===== src/design/aes_config.svh =====
// AES-128 core configuration
// round count and the block and word widths shared by the packages and RTL

`ifndef AES_CONFIG_SVH
`define AES_CONFIG_SVH

// AES-128 runs ten rounds after the initial key addition
`define AES_ROUNDS 10

`define AES_BLOCK_BITS 128

`define AES_WORD_BITS 32

`endif


===== src/design/aesTypesPkg.sv =====
// AES data types
// block, word, byte and round-index types used across the encryption core

`include "aes_config.svh"

package aesTypesPkg;

	// one 128-bit state or key block, byte 0 of FIPS-197 in the top bits
	typedef logic [`AES_BLOCK_BITS-1:0] aesBlockT;

	// one column of the state or one key schedule word
	typedef logic [`AES_WORD_BITS-1:0] aesWordT;

	typedef logic [7:0] aesByteT;

	// wide enough for rounds 0 to 15
	typedef logic [3:0] roundIdxT;

endpackage


===== src/design/aesMathPkg.sv =====
// GF(2^8) arithmetic for AES
// field multiply and inverse, with the S-box computed from the inverse

package aesMathPkg;

	// multiply by x, reducing by the AES polynomial
	function automatic aesTypesPkg::aesByteT xtime(input aesTypesPkg::aesByteT a);
		return {a[6:0], 1'b0} ^ (8'h1b & {8{a[7]}});
	endfunction

	function automatic aesTypesPkg::aesByteT gfMul(input aesTypesPkg::aesByteT a,
			input aesTypesPkg::aesByteT b);
		aesTypesPkg::aesByteT acc;
		aesTypesPkg::aesByteT term;
		acc = 8'h00;
		term = a;
		for (int i = 0; i < 8; i++) begin
			if (b[i]) begin
				acc = acc ^ term;
			end
			term = xtime(term);
		end
		return acc;
	endfunction

	// a^254 is the inverse of a, and zero comes out as zero on its own
	function automatic aesTypesPkg::aesByteT gfInverse(input aesTypesPkg::aesByteT a);
		aesTypesPkg::aesByteT acc;
		aesTypesPkg::aesByteT sq;
		acc = 8'h01;
		sq = a;
		for (int i = 1; i < 8; i++) begin
			sq = gfMul(sq, sq);
			acc = gfMul(acc, sq);
		end
		return acc;
	endfunction

	function automatic aesTypesPkg::aesByteT sbox(input aesTypesPkg::aesByteT a);
		aesTypesPkg::aesByteT x;
		x = gfInverse(a);
		// affine map written as xor of the byte with its left rotations
		return x ^ {x[6:0], x[7]} ^ {x[5:0], x[7:6]} ^ {x[4:0], x[7:5]} ^
			{x[3:0], x[7:4]} ^ 8'h63;
	endfunction

	function automatic aesTypesPkg::aesWordT subWord(input aesTypesPkg::aesWordT w);
		return {sbox(w[31:24]), sbox(w[23:16]), sbox(w[15:8]), sbox(w[7:0])};
	endfunction

endpackage


===== src/design/keyExpander.sv =====
// AES-128 key schedule
// derives the round keys on the fly, one per executed round

`timescale 1ns/10ps

module keyExpander (
	input  logic                  clk,
	input  logic                  rst,
	input  logic                  load,
	input  logic                  step,
	input  aesTypesPkg::aesBlockT key,
	output aesTypesPkg::aesBlockT roundKey
);

	// holds the key of the previous round while roundKey is the one in use now
	aesTypesPkg::aesBlockT prevKey;
	aesTypesPkg::aesByteT rcon;

	aesTypesPkg::aesWordT w0;
	aesTypesPkg::aesWordT w1;
	aesTypesPkg::aesWordT w2;
	aesTypesPkg::aesWordT w3;
	aesTypesPkg::aesWordT temp;

	always_comb begin
		temp = aesMathPkg::subWord({prevKey[23:0], prevKey[31:24]}) ^ {rcon, 24'h000000};
		w0 = prevKey[127:96] ^ temp;
		w1 = prevKey[95:64] ^ w0;
		w2 = prevKey[63:32] ^ w1;
		w3 = prevKey[31:0] ^ w2;
	end

	assign roundKey = {w0, w1, w2, w3};

	always_ff @(posedge clk) begin
		if (rst) begin
			rcon <= 8'h00;
		end else if (load) begin
			rcon <= 8'h01;
		end else if (step) begin
			rcon <= aesMathPkg::xtime(rcon);
		end
	end

	always_ff @(posedge clk) begin
		if (load) begin
			prevKey <= key;
		end else if (step) begin
			prevKey <= roundKey;
		end
	end

endmodule


===== config.mk =====
export PLATFORM = sky130hd
export DESIGN_NAME = keyExpander
export DESIGN_NICKNAME = d
export VERILOG_FILES = /design/src/design/aesTypesPkg.sv /design/src/design/aesMathPkg.sv /design/src/design/keyExpander.sv
export VERILOG_INCLUDE_DIRS = /design/src /design/src/design
export SDC_FILE = /design/constraint.sdc
export NUM_CORES = 2
export LEC_CHECK = 0
export BUFFER_PORTS_ARGS = -buffer_cell sky130_fd_sc_hd__buf_2
export CAP_MARGIN = 0
export CORE_MARGIN = 10
export CORE_UTILIZATION = 45
export CTS_BUF_LIST = sky130_fd_sc_hd__clkbuf_4 sky130_fd_sc_hd__clkbuf_8
export DETAILED_ROUTE_END_ITERATION = 10
export GPL_ROUTABILITY_DRIVEN = 0
export PLACE_DENSITY_LB_ADDON = 0.2
export REMOVE_ABC_BUFFERS = 1
export SLEW_MARGIN = 10
export SYNTH_ARGS = -nofsm -noshare
export SYNTH_HDL_FRONTEND = slang
export SYNTH_SLANG_ARGS = --single-unit

===== constraint.sdc =====
create_clock -name clk -period 24.9 [get_ports clk]
set_input_delay 2.49 -clock clk [delete_from_list [all_inputs] [get_ports clk]]
set_output_delay 2.49 -clock clk [all_outputs]
set_load 0.1 [all_outputs]

Word-level counts from Yosys, hierarchy flattened
Index checks and enable logic that the tools add are counted.

cells by class
  $add $sub $neg = 0
  equality and inequality tests = 0
  muxes and demuxes = 452
  shifts and indexed selects = 0
  reductions and logical operators = 2
  div/mod/pow operators = 0
  multiply operators = 0
  $lt $le $gt $ge = 0
  bitwise operators = 782

operators with widths
  kind               number
  $mux 8             420
  $xor 8x8->8        380
  $xor 8x5->8        365
  $mux 128           2
  $xor 32x32->32     5
  $mux 7             4
  $not 1->1 const A  28
  $mux 6             4
  $mux 5             4
  $mux 4             4
  $not 4->4          4
  $mux 3             4
  $mux 2             4
  $mux 1             6
  $reduce_bool 2->1  1
  $reduce_or 2->1    1

word-level totals
  input port bits = 132
  bits in writable memories = 0
  bits in latches = 0
  word-level logic and storage cells = 1239
  ROM bits = 0
  register bits = 136
  memories kept = 0
  output and inout bits = 128

Depth between registers and ports, before layout
  word-level depth = 132
  gate-level depth with buffers = 68
  mapped depth without buffers = 56

Worst setup path after synthesis
OpenSTA, ideal clock, no wires.

  path kind = register to output
  start point = register prevKey[23]
  end point = output roundKey[26]
  data required time = 22.410 ns
  arrival = 19.744 ns
  cell stages (with the launch flop) = 64
  path buffers = 12
  path slack = 2.666 ns
  cell sequence = edfxtp_1 -> buf_4 -> buf_6 -> buf_2 -> nand2_1 -> xnor2_1 -> inv_2 -> buf_1 -> ha_1 -> clkbuf_1 -> nand2_1 -> xor2_1 -> nand2_1 -> and2_1 -> clkbuf_1 -> inv_1 -> buf_1 -> ha_1 -> (+28 left out) -> o311ai_0 -> a21oi_1 -> and3_1 -> nor3_1 -> or2_2 -> clkbuf_1 -> nand2_1 -> xnor2_1 -> mux2i_1 -> xnor2_1 -> o21ai_0 -> xor2_1 -> xnor3_1 -> xnor2_2 -> xnor2_2 -> xor2_1 -> xor2_1 -> xnor2_1

on the way
  cells in the longest elaborated chain, start to end = 129
  elaborated cells between the ends (all ways) = 303
  classes of those cells = mux: 112; bitwise: 191

ends and longest elaborated chain
  what                                   line                               source
  start: declaration                     keyExpander.sv:16                  aesTypesPkg::aesBlockT prevKey;
  start signal: assignment               keyExpander.sv:47                  prevKey <= key;
  start signal: assignment               keyExpander.sv:49                  prevKey <= roundKey;
  $xor 8x5->8 or $mux 8 (tied branches)  aesMathPkg.sv:8, aesMathPkg.sv:18
  $xor 8x8->8                            aesMathPkg.sv:19                   acc = acc ^ term;
  $mux 8                                 aesMathPkg.sv:18                   if (b[i]) begin
  $xor 8x8->8                            aesMathPkg.sv:19
  $mux 8                                 aesMathPkg.sv:18
  $xor 8x8->8                            aesMathPkg.sv:19
  $mux 8                                 aesMathPkg.sv:18
  $xor 8x8->8                            aesMathPkg.sv:19
  (+115 left out)                        n/a
  $xor 8x8->8 *                          aesMathPkg.sv:43                   return x ^ {x[6:0], x[7]} ^ {x[5:0], x[7:6]} ^ {x[4:0], x[7:5]} ^
  $xor 32x32->32 *                       keyExpander.sv:26                  temp = aesMathPkg::subWord({prevKey[23:0], prevKey[31:24]}) ^ {rcon, 24'h000000};
  $xor 32x32->32 *                       keyExpander.sv:27                  w0 = prevKey[127:96] ^ temp;
  named net roundKey[122]                keyExpander.sv:12                  output aesTypesPkg::aesBlockT roundKey
  $xor 32x32->32 *                       keyExpander.sv:28                  w1 = prevKey[95:64] ^ w0;
  named net roundKey[90]                 keyExpander.sv:12
  $xor 32x32->32 *                       keyExpander.sv:29                  w2 = prevKey[63:32] ^ w1;
  $xor 32x32->32 *                       keyExpander.sv:30                  w3 = prevKey[31:0] ^ w2;
  end: declaration                       keyExpander.sv:12

Mark *: on every way through the listed nets, which the timed path passes. The rest lies on a longest branch.

Worst setup path after layout
  start point = register prevKey[16]
  end point = output roundKey[30]

on the way
  cells in the longest elaborated chain, start to end = 130
  elaborated cells between the ends (all ways) = 304
  classes of those cells = mux: 112; bitwise: 192

ends and longest elaborated chain
  what                       line
  $mux 8                     aesMathPkg.sv:18
  $xor 8x8->8                aesMathPkg.sv:19
  $mux 8                     aesMathPkg.sv:18
  $xor 8x8->8                aesMathPkg.sv:19
  $mux 8                     aesMathPkg.sv:18
  $xor 8x8->8                aesMathPkg.sv:19
  $mux 8                     aesMathPkg.sv:18
  $xor 8x8->8                aesMathPkg.sv:19
  (+112 left out)            n/a
  $xor 8x8->8 (3 in series)  aesMathPkg.sv:43
  $xor 8x8->8 *              aesMathPkg.sv:43
  $not 4->4 (no line) *      n/a
  $xor 32x32->32 *           keyExpander.sv:26
  $xor 32x32->32 *           keyExpander.sv:27
  $xor 32x32->32 *           keyExpander.sv:28
  $xor 32x32->32 *           keyExpander.sv:29
  $xor 32x32->32 *           keyExpander.sv:30

Every way passes the cells marked *; elsewhere a longest branch is shown, timed or not.

==> out/summary.txt <==
status: completed
Via Count: 60.5k
Slew HR: 0.135
ys async rst share: 0
RR Startpoint: prevKey[16]
share of cells above drive strength 1: 0.115
CTS tree: yes
DRT antenna net count: 0
CTS H-tree lvls: 4
first-pass GRT wire length: 326,000 um
CTS root buf: clkbuf_8
Worst path max stage delay: 0.64 ns
drt total wl: 207,000 um
initial core utilization: 0.452
top_reg_cell synth: edfxtp_1
Max Slew Vio Count: 0
area of the core: 0.143 mm2
critical path required time: 22.41 ns
met2 usage in global routing: 0.394
Final Skew: 0.0497 ns
Die Area: 0.159 mm2
Yosys top cell by area: xnor2_1
number of gates resized after cts: 0
Worst R2R Path Depth: 55
placed insts: 10.3k
num rows: 139
Buffers on Ports: 259
cells after synthesis: 8,399
synth warn: 0
Final Hold Fails: 0
Seq/Total Area, Yosys: 0.0619
number of synthesized flops with an enable pin: 128
area share of the largest cell type after synthesis: 0.217
Crit path top cell by count: xor2_1
Reg area: 0.00400 mm2
Area contributors post-synth: xnor2_1 (22%), xnor3_1 (13%), xor2_1 (7.2%)
crit path max fanout: 28
largest net degree at the start of global routing: 67
IO Pins: 260
Clock Pin Slew Worst Setup and Hold Paths: 0.14 ns
Avg Cell Area, Syn: 7.70 um2
drt wl/cell: 20.1 um
FILL cells: 14.3k
Nets: 8,530
CTS Hold Bufs: 0
min-delay src: rcon[1]
DRC: 0
All-Layer GR Usage: 0.247
hold depth: 2
RSZ-0062 raised after global routing: false
Worst setup SP type: flip-flop
Final setup viols: 0
area of the multi-input gates: 0.0582 mm2
GR Util met1: 0.351
Final Instance Area: 0.0689 mm2
DIE HEIGHT: 399 um
crit path kind: flip-flop to primary output
area grow syn2layout: 6.42%
WP data arrival: 20.82 ns
Period Utilization, post-route: 0.936
worst-margin pin slew: 1.29 ns
Core Util, Final: 0.481
Die W: 399 um
Worst Hold End: rcon[2]
terminus of the critical flop-to-flop path: prevKey[62]
R2R setup slack: 4.78 ns
clk buf depth: 2
most used routing layer: met2
Layout Cells excl Fill: 10.3k
vias in the first global route: 56.5k
clk sinks: 136
Post-Route Setup TNS: 0 ns
initial antenna violation count: 8
clk_lat worst skew: 0.65 ns
Post-Synthesis Cell Area: 0.0647 mm2
Max Fclk: 42.9 MHz
Hold Path Class: flip-flop to flip-flop
setup bufs post-CTS: 0
Crit. End Element: primary output
Synth Register Bits: 136
M3 GR Usage: 0.0344
initial DRC count: 6,889
Post-DP HPWL: 153,000 um
TritonRoute pass-1 iters: 8
vias per std cell: 5.88
GR Overflow Total: 0
Post-DP Area: 0.0684 mm2
max cap viols: 0
post-synth cell types: 114
Period minus WS final: 23.31 ns
Slowest-stage cell, CP: ha_2
cts bufs inserted: 17
-- synthesized netlist by cell type (all sizes together) (35+ instances only) --
| library cell | n |
|---|---|
| a22oi | 56 |
| nor2b | 60 |
| xor3 | 49 |
| o31ai | 43 |
| and3 | 35 |
| or2 | 37 |
| and2 | 49 |
| mux2i | 196 |
| clkbuf | 351 |
| buf | 219 |
| nand2b | 62 |
| a21oi | 443 |
| xor2 | 564 |
| nor2 | 1136 |
| xnor2 | 1686 |
| or3 | 38 |
| mux2 | 110 |
| a211oi | 95 |
| edfxtp | 128 |
| o21ai | 396 |
| o221ai | 37 |
| inv | 103 |
| nand2 | 933 |
| xnor3 | 401 |
| nor3 | 214 |
| a31oi | 87 |
| o22ai | 113 |
| nand3 | 177 |
| o211ai | 62 |
-- sequential cells by signal (all words and copies together), names as in the netlist --
register	flops
rcon	8
prevKey	128
-- how the worst max path moves through the flow --
stage / start / endpoint / slack (ns) / cells past startpoint
3_3_place_gp: prevKey[16] / roundKey[30] / 2.63 / 56
2_1_floorplan: prevKey[15] / roundKey[21] / -0.61 / 49
5_1_grt: prevKey[16] / roundKey[30] / 0.05 / 58
4_1_cts: prevKey[16] / roundKey[30] / 1.25 / 56
6_report: prevKey[16] / roundKey[30] / 1.59 / 56
3_5_place_dp: prevKey[16] / roundKey[30] / 2.01 / 56
-- kinds of logic (layout without fill, tap and decap cells) --
kind of cell    count (synthesis)  in the layout  synth area share
simple gates                 2848           2848             0.190
xor+xnor                     2700           2700             0.478
compound gates               1699           1699             0.170
buf+inv                       685            678            0.0449
mux                           308            308            0.0502
flops                         136            136            0.0619
fa+ha+maj                      23             23           0.00429
other cells                     0              4                 0
-- per-stage QoR --
stage	hold WS [ns]	setup slack, ns
4_1_cts	0.534	1.25
2_1_floorplan	0.486	-0.606
3_3_place_gp	0.502	2.63
3_5_place_dp	0.519	2.01
5_1_grt	0.559	0.0477
6_report	0.532	1.59
-- cell type report --
type / count / area share
diodes: 4 / 0.000145
well taps: 1903 / 0.0346
inverters: 115 / 0.00634
clock buffers: 18 / 0.00351
flip-flops and latches: 136 / 0.0581
multi-input cells: 7578 / 0.846
repair buffers: 531 / 0.0485
clock inverters: 14 / 0.00293
-- critical path: cells and delay by family (launching register included) --
family,cells,cell delay [ns]
xor gates and xnor gates,24,9.14
buffers and inverters,5,1.83
adders and majority gates,4,1.96
AOI/OAI and AO/OA,9,2.61
muxes,1,0.41
DFF,1,0.59
and+or+nand+nor,13,3.62
-- layer usage --
metal / vias up / share of wire
li1: 29000 / -
met1: 29000 / 0.45
met2: 2320 / 0.45
met3: 246 / 0.074
met4: 8 / 0.022
met5: - / 0.00024
-- placed cells by master (no fill, tap or decap), drive strengths merged, types with 38 or more instances in the layout --
cell type	count
xnor2	1686
nor2	1136
nand2	933
xor2	564
buf	531
a21oi	443
xnor3	401
o21ai	396
nor3	214
mux2i	196
nand3	177
edfxtp	128
o22ai	113
inv	112
mux2	110
a211oi	95
a31oi	87
nand2b	62
o211ai	62
nor2b	60
a22oi	56
xor3	49
and2	49
o31ai	43
or3	38
Power is left out: the tool's default activity adds up to more than one toggle a clock period on the data nets, which glitch-free logic cannot reach.
