## src/design/aes_config.svh

```systemverilog
// AES-128 core configuration
// round count and the block and word widths shared by the packages and RTL

`ifndef AES_CONFIG_SVH
`define AES_CONFIG_SVH

// AES-128 runs ten rounds after the initial key addition
`define AES_ROUNDS 10

`define AES_BLOCK_BITS 128

`define AES_WORD_BITS 32

`endif

```

## src/design/aesTypesPkg.sv

```systemverilog
// AES data types
// block, word, byte and round-index types used across the encryption core

`include "aes_config.svh"

package aesTypesPkg;

	// one 128-bit state or key block, byte 0 of FIPS-197 in the top bits
	typedef logic [`AES_BLOCK_BITS-1:0] aesBlockT;

	// one column of the state or one key schedule word
	typedef logic [`AES_WORD_BITS-1:0] aesWordT;

	typedef logic [7:0] aesByteT;

	// wide enough for rounds 0 to 15
	typedef logic [3:0] roundIdxT;

endpackage

```

## src/design/roundCounter.sv

```systemverilog
// AES round counter
// tracks the round being executed and flags the final one

`timescale 1ns/10ps

`include "aes_config.svh"

module roundCounter (
	input  logic                  clk,
	input  logic                  rst,
	input  logic                  load,
	input  logic                  step,
	output aesTypesPkg::roundIdxT round,
	output logic                  lastRound
);

	// round 1 is the first one after the initial key addition
	always_ff @(posedge clk) begin
		if (rst) begin
			round <= '0;
		end else if (load) begin
			round <= aesTypesPkg::roundIdxT'(1);
		end else if (step) begin
			round <= round + aesTypesPkg::roundIdxT'(1);
		end
	end

	// the final round drops MixColumns and ends the block
	assign lastRound = (round == aesTypesPkg::roundIdxT'(`AES_ROUNDS));

endmodule

```

## config.mk

```make
export PLATFORM = sky130hd
export DESIGN_NAME = roundCounter
export DESIGN_NICKNAME = d
export VERILOG_FILES = /design/src/design/aesTypesPkg.sv /design/src/design/roundCounter.sv
export VERILOG_INCLUDE_DIRS = /design/src /design/src/design
export SDC_FILE = /design/constraint.sdc
export NUM_CORES = 1
export LEC_CHECK = 0
export BUFFER_PORTS_ARGS = -buffer_cell sky130_fd_sc_hd__buf_2
export CAP_MARGIN = 20
export CORE_AREA = 10 10 47 49
export DETAILED_ROUTE_END_ITERATION = 8
export DIE_AREA = 0 0 57 59
export HOLD_SLACK_MARGIN = 0.02
export PLACE_DENSITY = 0.43
export SLEW_MARGIN = 15
export SYNTH_ARGS = -nofsm -noshare
export SYNTH_HDL_FRONTEND = slang
export SYNTH_SLANG_ARGS = --single-unit
```

## constraint.sdc

```tcl
create_clock -name clk -period 1 [get_ports clk]
set_input_delay 0.2 -clock clk [delete_from_list [all_inputs] [get_ports clk]]
set_output_delay 0.2 -clock clk [all_outputs]
set_load 0.05 [all_outputs]
```

== Word-level counts from Yosys, hierarchy flattened ==
Cells that the tools add are included.
Widths: inputs -> output; s select.

* Register bits after elaboration: 4
* Bits of input ports: 4
* Output and inout bits: 5
* Word-level logic and storage cells: 8

* Add/sub/neg operators: 1
* Equality and inequality tests: 1
* Muxes and demuxes: 2
* Reductions and logical operators: 2

{| class="wikitable"
|+ Operators with widths
! cell !! count
|-
| $add 4x1->4 const B || 1
|-
| $eq 4x4->1 const B || 1
|-
| $mux 1 || 2
|-
| $reduce_bool 2->1 || 1
|-
| $reduce_or 2->1 || 1
|}

== Longest topological paths before layout ==
Gate-level depths: netlist of the first run.

* Word-level depth: 3
* Depth in mapped cells: 3
* Mapped depth without buffers: 3

== Worst setup path before layout of the first run ==
OpenSTA, ideal clock, no wires.

* Kind: register to output
* From: reg round[1]
* To: out lastRound
* Data arrival time: 1,352 ps
* Required time: 800 ps
* Slack: -552 ps
* Stages on the path, launching flop included: 3
* Buffers on the path: 0
* Cells stage by stage: dfxtp_1 > ha_1 > and3b_1

* Longest elaborated chain between the ends: 1

{| class="wikitable"
|+ Ends and longest elaborated chain
! element !! line !! RTL
|-
| from (decl) || roundCounter.sv:13 || <nowiki>output aesTypesPkg::roundIdxT round,</nowiki>
|-
| from (signal assigned) || roundCounter.sv:22 || <nowiki>round <= aesTypesPkg::roundIdxT'(1);</nowiki>
|-
| from (signal assigned) || roundCounter.sv:24 || <nowiki>round <= round + aesTypesPkg::roundIdxT'(1);</nowiki>
|-
| $eq 4x4->1 || roundCounter.sv:29 || <nowiki>assign lastRound = (round == aesTypesPkg::roundIdxT'(`AES_ROUNDS));</nowiki>
|-
| to (decl) || roundCounter.sv:14 || <nowiki>output logic lastRound</nowiki>
|}

Every way passes these cells.

== Worst setup path in the final report of the first run ==
* From: reg round[0]
* To: out lastRound

The elaborated chain is that of the path after synthesis.

==> summary.md, run 1 <==
| Metric | Value |
|---|---|
| Clk pin slew, worst setup/hold paths | `0.04 ns` |
| Number of synthesized flops with an enable pin | `0` |
| Final Hold Vio Count | `0` |
| Syn Nets | `26` |
| PnR worst setup slack | `-0.284 ns` |
| Hold_buf cts | `0` |
| Dpl hpwl | `454 um` |
| Final setup fails | `5` |
| Outcome | `finished, violations left` |
| Total iterations of the first detailed-routing run | `2` |
| CTS tree | `yes` |
| Largest regs | `round (4)` |
| Fin crit share | `1.28` |
| Vias in the first global route | `249` |
| DRT antenna net count | `0` |
| Setup crit start kind | `flop` |
| Ys async rst share | `0` |
| # nets final | `43` |
| Routability cong. | `0.657` |
| PwrDens | `1170 mW/mm^2` |
| Peak supply drop | `0.000532 V` |
| Layout cells sized above 1 | `0.750` |
| Maxcap violations | `0` |
| WL/cell | `11.3 um` |
| Critical path arrival | `1.08 ns` |
| Fmax | `779 MHz` |
| Avg Inst Size Synth | `10.2 um^2` |
| Cell Area, Placed | `318 um^2` |
| Drt total wl | `589 um` |
| First-pass GRT wire length | `1050 um` |
| Post-synth top area cell | `dfxtp_1` |
| Die Height | `59 um` |
| H-tree levels | `1` |
| Cells after Synth | `20` |
| Worst skew pair latency | `0.23 ns` |
| Max-slew headroom | `0.841` |
| Die area | `0.00336 mm^2` |
| Core ar. | `0.00140 mm^2` |
| Fin area | `422 um^2` |
| WP data required | `0.80 ns` |
| Worst-Margin Slew | `0.239 ns` |
| Period minus WS final | `1.28 ns` |
| Synth top area share | `0.393` |
| Max incr delay on CP | `0.34 ns` |
| Antenna cell count | `0` |
| DR vias/cell | `3.92` |
| Crit path cell chain | `inv_2 > ha_4 > and3b_2 > buf_8` |
| Post-synth top cells | `dfxtp_1 (4), ha_1 (2), inv_1 (2)` |
| Mapped Area | `204 um^2` |
| Congestion Overflow GR | `0` |
| DR iter-0 viols | `1` |
| Main synth FF type | `dfxtp_1` |
| Hold crit path type | `input port to flop` |
| Fin. max-slew vios | `0` |
| RSZ-0062 raised after global routing | `yes` |
| Die W | `57 um` |
| Synth warn | `0` |
| Max reg flops | `4` |
| Largest reg by FF count | `round` |
| Worst Path Max Fanout | `2` |
| Yosys reg bits | `4` |
| Most area-consuming cells after synthesis | `dfxtp_1 (39%), ha_1 (12%), mux2_2 (5.5%), a2111oi_1 (4.9%), a21bo_2 (4.9%)` |
| Clock buffer depth | `2` |
| FP Rows | `14` |
| Worst R2R Setup Slack | `-0.12 ns` |
| Hold Worst Slack | `0.215 ns` |
| Critical Path End Type | `output pin` |
| Total CTS buffers | `3` |
| Boundary Pins | `9` |
| Crit path kind | `flop to output pin` |
| Antenna violations before repair | `0` |
| Max stage delay cell, worst path | `dfxtp_4` |
| Clock skew | `0.000723 ns` |
| Failing checks | `negative setup slack` |
| Largest net degree at the start of global routing | `7` |
| IO Port Bufs | `8` |
| Via Count | `204` |
| Register area share after synthesis | `0.393` |
| Lkg Pwr | `0.172 nW` |
| Area Overhead vs Synth | `107%` |
| Total track usage | `0.0424` |
| # DRC | `0` |
| Initial core utilization | `0.146` |
| CTS Sinks | `4` |
| Root Buffer | `clkbuf_4` |
| Total power | `0.494 mW` |
| Top-count cell post-synth | `dfxtp_1` |
| Netlist cell types | `15` |
## path summary, 6_finish.rpt
check	start	endpoint	cells past startpoint
worst max-delay path	round[0]	lastRound	4
worst min-delay path	rst	round[2]	2
worst min register to register	round[1]	round[1]	2
worst max register to register	round[0]	round[2]	4
## cell type report
class	instances	area, um^2
Sequential cell	4	92.6
Fill cell	155	980
Clock buffer	4	26.3
Inverter	2	7.51
Multi-Input combinational cell	14	159
Tap cell	16	20.0
Timing Repair Buffer	12	116
## what timing repair did
action                     4_1_cts  5_1_grt
buffers inserted                 2        0
gates resized for setup         19        0
setup endpoints to repair        8        9
## cell usage in the layout (no fill, tap or decap), drive strengths merged
master	count
nand3b	1
nor3b	1
nand4	1
a21oi	1
nor3	1
dfxtp	4
and3b	1
a2111oi	1
inv	2
xnor2	1
clkbuf	4
a21bo	1
mux2	1
buf	12
a211oi	1
nor2	1
ha	2
## critical path: cells and delay by family (launching register included)
kind	cells	cell delay, ns
adders and majority gates	1	0.13
DFF	1	0.34
buffers and inverters	2	0.19
and+or+nand+nor	1	0.19
## cell families (layout without fill, tap and decap cells)
family / count (synthesis) / in the layout / synth area share
simple gates: 6 / 6 / 0.190
compound gates: 4 / 4 / 0.160
flops: 4 / 4 / 0.393
fa+ha+maj: 2 / 2 / 0.123
buf+inv: 2 / 18 / 0.0368
xor+xnor: 1 / 1 / 0.0430
mux: 1 / 1 / 0.0552
## metrics by stage
stage               setup slack [ns]  TNS (ns)  utilization  cells
global route                  -0.329    -0.826        0.301     52
CTS                           -0.301    -0.927        0.309     53
finish                        -0.284    -0.588        0.301     52
detailed placement            -0.112    -0.172        0.227     47
floorplan                     -0.133    -0.283            -     20
global placement              -0.103    -0.133        0.227     47
## report_power, final
group	total (mW)	switching [mW]	leakage [nW]	internal [mW]
combinational	0.107	0.0572	0.122	0.0498
sequential	0.168	0.00607	0.0352	0.162
clock	0.218	0.0685	0.0150	0.150
total	0.494	0.132	0.172	0.362
## layer usage
layer	global-route usage	up-vias	share of wire
li1	-	105	-
met1	0.0345	92	0.38
met2	0.0605	7	0.48
met3	0.0386	0	0.14
met4	0.0403	0	0
met5	0	-	0
No activity file was read; power rests on OpenSTA's default activity.
==> run 2: changes to the inputs <==
- CORE_AREA: 10 10 47 49 -> 2 2 39 41
- DIE_AREA: 0 0 57 59 -> 0 0 41 43
==> summary.md, run 2 (synthesis results as in run 1) <==
| Metric | Value |
|---|---|
| FP Rows | `14 (unchanged)` |
| Area Overhead vs Synth | `104%` |
| Via Count | `216 (+5.9%)` |
| Maxcap violations | `0 (unchanged)` |
| Final Hold Vio Count | `0 (unchanged)` |
| Fin crit share | `1.30 (+0.0205)` |
| CTS tree | `yes` |
| Max incr delay on CP | `0.34 ns (about the same)` |
| WP data required | `0.80 ns (about the same)` |
| Worst skew pair latency | `0.25 ns (+0.02 ns)` |
| CP delay by family, top | `flip-flops` |
| # fillers | `151 (-2.6%)` |
| IO Port Bufs | `8 (unchanged)` |
| Max stage delay cell, worst path | `dfxtp_4` |
| Total CTS buffers | `3 (unchanged)` |
| PwrDens | `1220 mW/mm^2 (+3.8%)` |
| Outcome | `finished, violations left` |
| Peak supply drop | `0.000403 V (-24%)` |
| Root Buffer | `clkbuf_4` |
| Clock skew | `0.00722 ns (+0.00650 ns)` |
| # nets final | `42 (-2.3%)` |
| Largest net degree at the start of global routing | `7 (unchanged)` |
| PnR worst setup slack | `-0.304 ns (-0.0205 ns)` |
| Cell Area, Placed | `310 um^2 (-2.4%)` |
| Critical Path End Type | `output pin` |
| Total negative slack | `-0.619 ns (-0.0310 ns)` |
| Clock buffer depth | `2 (unchanged)` |
| Initial core utilization | `0.147 (+0.00184)` |
| DRT antenna net count | `0 (unchanged)` |
| Largest regs | `round (4)` |
| Crit path cell chain | `inv_2 > ha_4 > and3b_2 > buf_8` |
| # DRC | `0 (unchanged)` |
| Drt total wl | `572 um (-2.9%)` |
| Vias in the first global route | `198 (-20%)` |
| Antenna cell count | `0 (unchanged)` |
| WL/cell | `11.2 um (-0.98%)` |
| Multi-input gate area | `169 um^2 (+6.3%)` |
| Fmax | `767 MHz (-1.6%)` |
| Boundary Pins | `9 (unchanged)` |
| Fin area | `417 um^2 (-1.2%)` |
| Placed cells | `46 (-2.1%)` |
| DR iter-0 viols | `4 (+3)` |
| Reg area | `92.6 um^2 (unchanged)` |
| Routability cong. | `0.775 (+18%)` |
| Worst-Margin Slew | `0.215 ns (-0.0241 ns)` |
| H-tree levels | `1 (unchanged)` |
| Die W | `41 um (-28%)` |
| Non-filler instance count after layout | `51 (-1.9%)` |
| Final setup fails | `4 (-1)` |
| Max reg flops | `4 (unchanged)` |
| Largest reg by FF count | `round` |
| Total iterations of the first detailed-routing run | `3 (+1)` |
| Core ar. | `0.00138 mm^2 (-1.2%)` |
| Die area | `0.00176 mm^2 (-48%)` |
| RSZ-0062 raised after global routing | `yes` |
| Setup crit start kind | `flop` |
| Layout cells sized above 1 | `0.743 (-0.00714)` |
| Failing checks | `negative setup slack` |
| Crit path kind | `flop to output pin` |
| Clk pin slew, worst setup/hold paths | `0.04 ns (about the same)` |
| Critical path arrival | `1.10 ns (+0.02 ns)` |
| CTS Sinks | `4 (unchanged)` |
| Fin. max-slew vios | `0 (unchanged)` |
| First-pass GRT wire length | `841 um (-20%)` |
| Most frequent cells in the layout | `clkbuf_4 (3), buf_2 (3), buf_6 (3), buf_4 (3), dfxtp_4 (3)` |
| Lkg Pwr | `0.166 nW (-3.8%)` |
| Period minus WS final | `1.30 ns (+0.0205 ns)` |
| Die Height | `43 um (-27%)` |
| Total track usage | `0.0872 (+0.0448)` |
| Antenna violations before repair | `0 (unchanged)` |
| Buf/Inv on CP | `2 (unchanged)` |
| Total power | `0.506 mW (+2.6%)` |
| Congestion Overflow GR | `0 (unchanged)` |
| DR vias/cell | `4.24 (+8.0%)` |
| Worst Path Max Fanout | `2 (unchanged)` |
| Max-slew headroom | `0.857 (+0.0161)` |
| Hold crit path type | `input port to flop` |
[run 2: changes by cell type in the layout (fill, tap and decap cells not counted), sizes merged]
| cell | change |
|---|---|
| buf | -1 |
[run 2: layout make-up]
class,instances,area share
Inverter,2,0.0180
Tap cell,16,0.0480
Multi-Input combinational cell,14,0.405
Sequential cell,4,0.222
Clock buffer,4,0.0631
Timing Repair Buffer,11,0.243
[run 2: power by group]
group | internal [mW] | switching, mW
Sequential | 0.162 | 0.00646
Combinational | 0.0474 | 0.0581
Clock | 0.151 | 0.0815
[run 2: what timing repair did]
action                     CTS  global route
gates resized for setup     14             3
hold buffers                 0             0
hold endpoints to repair     0             0
setup endpoints to repair    8             6
cloned                       0             0
setup buffers                1             0
[run 2: worst paths after layout]
kind | endpoint | startpoint | slack, ns | cells after the start
min reg2reg | round[2] | round[2] | 0.59 | 2
max | lastRound | round[0] | -0.30 | 4
min | round[2] | rst | 0.20 | 2
max reg2reg | round[3] | round[0] | -0.14 | 4
[run 2: stage by stage]
step | worst slack (ns) | util | hold WS (ns)
after floorplan | -0.133 | - | 0.259
after global placement | -0.0940 | 0.224 | 0.428
after detailed placement | -0.109 | 0.224 | 0.429
after CTS | -0.319 | 0.287 | 0.163
after global routing | -0.337 | 0.301 | 0.216
final | -0.304 | 0.301 | 0.204
[run 2: routing by layer]
| metal | wire length (um) | global-route usage |
|---|---|---|
| met3 | 33 | 0.0628 |
| met5 | 0 | 0 |
| met1 | 217 | 0.0799 |
| met2 | 295 | 0.100 |
| met4 | 25 | 0.120 |
==> run 3: changes to the inputs <==
- CTS_BUF_LIST: default -> sky130_fd_sc_hd__clkbuf_4 sky130_fd_sc_hd__clkbuf_8
==> summary.md, run 3 (synthesis results as in run 1) <==
| Metric | Value |
|---|---|
| Outcome | `finished, violations left` |
| Failing checks | `negative setup slack` |
| Crit path kind | `flop to output pin` |
| CTS tree | `yes` |
| Critical path arrival | `1.10 ns (about the same)` |
| Comb power frac | `0.198 (-0.010)` |
| Max reg flops | `4 (unchanged)` |
| WL/cell | `11.3 um (+0.52%)` |
| Most frequent cells in the layout | `clkbuf_4 (4), buf_2 (3), buf_6 (3), buf_4 (3), dfxtp_4 (3)` |
| Antenna cell count | `0 (unchanged)` |
| Largest net degree at the start of global routing | `7 (unchanged)` |
| Total negative slack | `-0.623 ns (-0.00373 ns)` |
| DR vias/cell | `4.31 (+1.9%)` |
| Max incr delay on CP | `0.34 ns (about the same)` |
| Root Buffer | `clkbuf_4` |
| Clock buffer depth | `2 (unchanged)` |
| Switching share of power | `0.274 (-0.0146)` |
| DR iter-0 viols | `3 (-1)` |
| Die area | `0.00176 mm^2 (unchanged)` |
| H-tree levels | `1 (unchanged)` |
| Antenna violations before repair | `0 (unchanged)` |
| Worst R2R Setup Slack | `-0.14 ns (about the same)` |
| Worst-Margin Slew | `0.215 ns (-0.000000596 ns)` |
| Routability cong. | `0.775 (unchanged)` |
| Period minus WS final | `1.30 ns (-0.000180 ns)` |
| Vias in the first global route | `194 (-2.0%)` |
| Register share of total power | `0.316 (-0.017)` |
| Fin. max-slew vios | `0 (unchanged)` |
| Core ar. | `0.00138 mm^2 (unchanged)` |
| Final Hold Vio Count | `0 (unchanged)` |
| Reg area | `92.6 um^2 (unchanged)` |
| PwrDens | `1270 mW/mm^2 (+4.4%)` |
| Final setup fails | `4 (unchanged)` |
| Critical Path End Type | `output pin` |
| CTS Sinks | `4 (unchanged)` |
| Non-filler instance count after layout | `51 (unchanged)` |
| Total CTS buffers | `3 (unchanged)` |
| Via Count | `220 (+1.9%)` |
| Hold crit path type | `input port to flop` |
| Worst skew pair latency | `0.25 ns (about the same)` |
| Max stage delay cell, worst path | `dfxtp_4` |
| RSZ-0062 raised after global routing | `yes` |
| Clk network pwr share | `0.486 (+0.027)` |
| Sw power | `0.146 mW (about the same)` |
| Drt total wl | `575 um (+0.52%)` |
| Buf/Inv on CP | `2 (unchanged)` |
| Clk pin slew, worst setup/hold paths | `0.05 ns (about the same)` |
| # nets final | `42 (unchanged)` |
| Fin crit share | `1.30 (about the same)` |
| Commonest non-fill, non-tap cell in the layout | `clkbuf_4` |
| Placed cells | `46 (unchanged)` |
| Power Internal | `0.387 mW (+7.5%)` |
| Setup crit start kind | `flop` |
| Boundary Pins | `9 (unchanged)` |
| Hold Worst Slack | `0.205 ns (+0.00132 ns)` |
| # fillers | `152 (+0.66%)` |
| Multi-input gate area | `169 um^2 (unchanged)` |
| PnR worst setup slack | `-0.304 ns (+0.000180 ns)` |
| IO Port Bufs | `8 (unchanged)` |
| Die Height | `43 um (unchanged)` |
| Lkg Pwr | `0.169 nW (+2.1%)` |
| Largest reg by FF count | `round` |
| Worst Path Max Fanout | `2 (unchanged)` |
| Clock skew | `0.00859 ns (+0.00136 ns)` |
| Area Overhead vs Synth | `106%` |
| Layout cells sized above 1 | `0.771 (+0.0286)` |
| FP Rows | `14 (unchanged)` |
| Fmax | `767 MHz (about the same)` |
| Die W | `41 um (unchanged)` |
| Total power | `0.533 mW (+5.3%)` |
| CP delay by family, top | `flip-flops` |
| Total track usage | `0.0852 (-0.00200)` |
| Max-slew headroom | `0.857 (unchanged)` |
| DRT antenna net count | `0 (unchanged)` |
| Crit path cell chain | `inv_2 > ha_4 > and3b_2 > buf_8` |
| Initial core utilization | `0.147 (unchanged)` |
| Largest regs | `round (4)` |
| First-pass GRT wire length | `821 um (-2.4%)` |
| Congestion Overflow GR | `0 (unchanged)` |
| # DRC | `0 (unchanged)` |
| Peak supply drop | `0.000398 V (-1.2%)` |
| Maxcap violations | `0 (unchanged)` |
| WP data required | `0.80 ns (about the same)` |
| Total iterations of the first detailed-routing run | `3 (unchanged)` |
==> run 3: cell types whose count changed in the layout (fill, tap and decap cells not counted) <==
cell / previous run / this run
clkbuf_4: 3 / 4
clkbuf_1: 1 / 0
==> run 3: final cells by class <==
| class | count | area share |
|---|---|---|
| clock buffer | 4 | 0.0714 |
| inverter | 2 | 0.0179 |
| multi-input combinational | 14 | 0.402 |
| sequential | 4 | 0.220 |
| tap | 16 | 0.0476 |
| timing repair buffer | 11 | 0.241 |
==> run 3: metrics by stage <==
| step | setup slack (ns) | instance area [um^2] | util |
|---|---|---|---|
| global route | -0.337 | 420 | 0.304 |
| detailed placement | -0.109 | 310 | 0.224 |
| global placement | -0.0940 | 310 | 0.224 |
| CTS | -0.321 | 400 | 0.289 |
| floorplan | -0.133 | 235 | - |
| finish | -0.304 | 420 | 0.304 |
==> run 3: final timing paths <==
kind	from	to	cells after the start
setup / recovery	round[0]	lastRound	4
hold / removal	rst	round[2]	2
setup reg to reg	round[0]	round[3]	4
hold reg to reg	round[2]	round[2]	2
==> run 3: timing repair <==
item                                    4_1_cts  5_1_grt
endpoints found under the hold margin         0        0
resized for setup                            14        3
endpoints found under the setup margin        8        6
setup buffers                                 1        0
pin swaps                                     0        0
hold buffers                                  0        0
==> run 3: layer usage <==
metal,GRT usage,part of all wire
met1,0.0703,0.38
met2,0.103,0.52
met3,0.0628,0.054
met4,0.120,0.043
met5,0,0
==> run 3: power groups by stage <==
stage	clock (mW)	sequential, mW	combinational [mW]
final	0.259	0.169	0.106
after detailed placement	0	0.172	0.0761
after CTS	0.275	0.169	0.0941
after global routing	0.282	0.169	0.114
after floorplan	0	0.193	0.0230
after global placement	0	0.171	0.0750
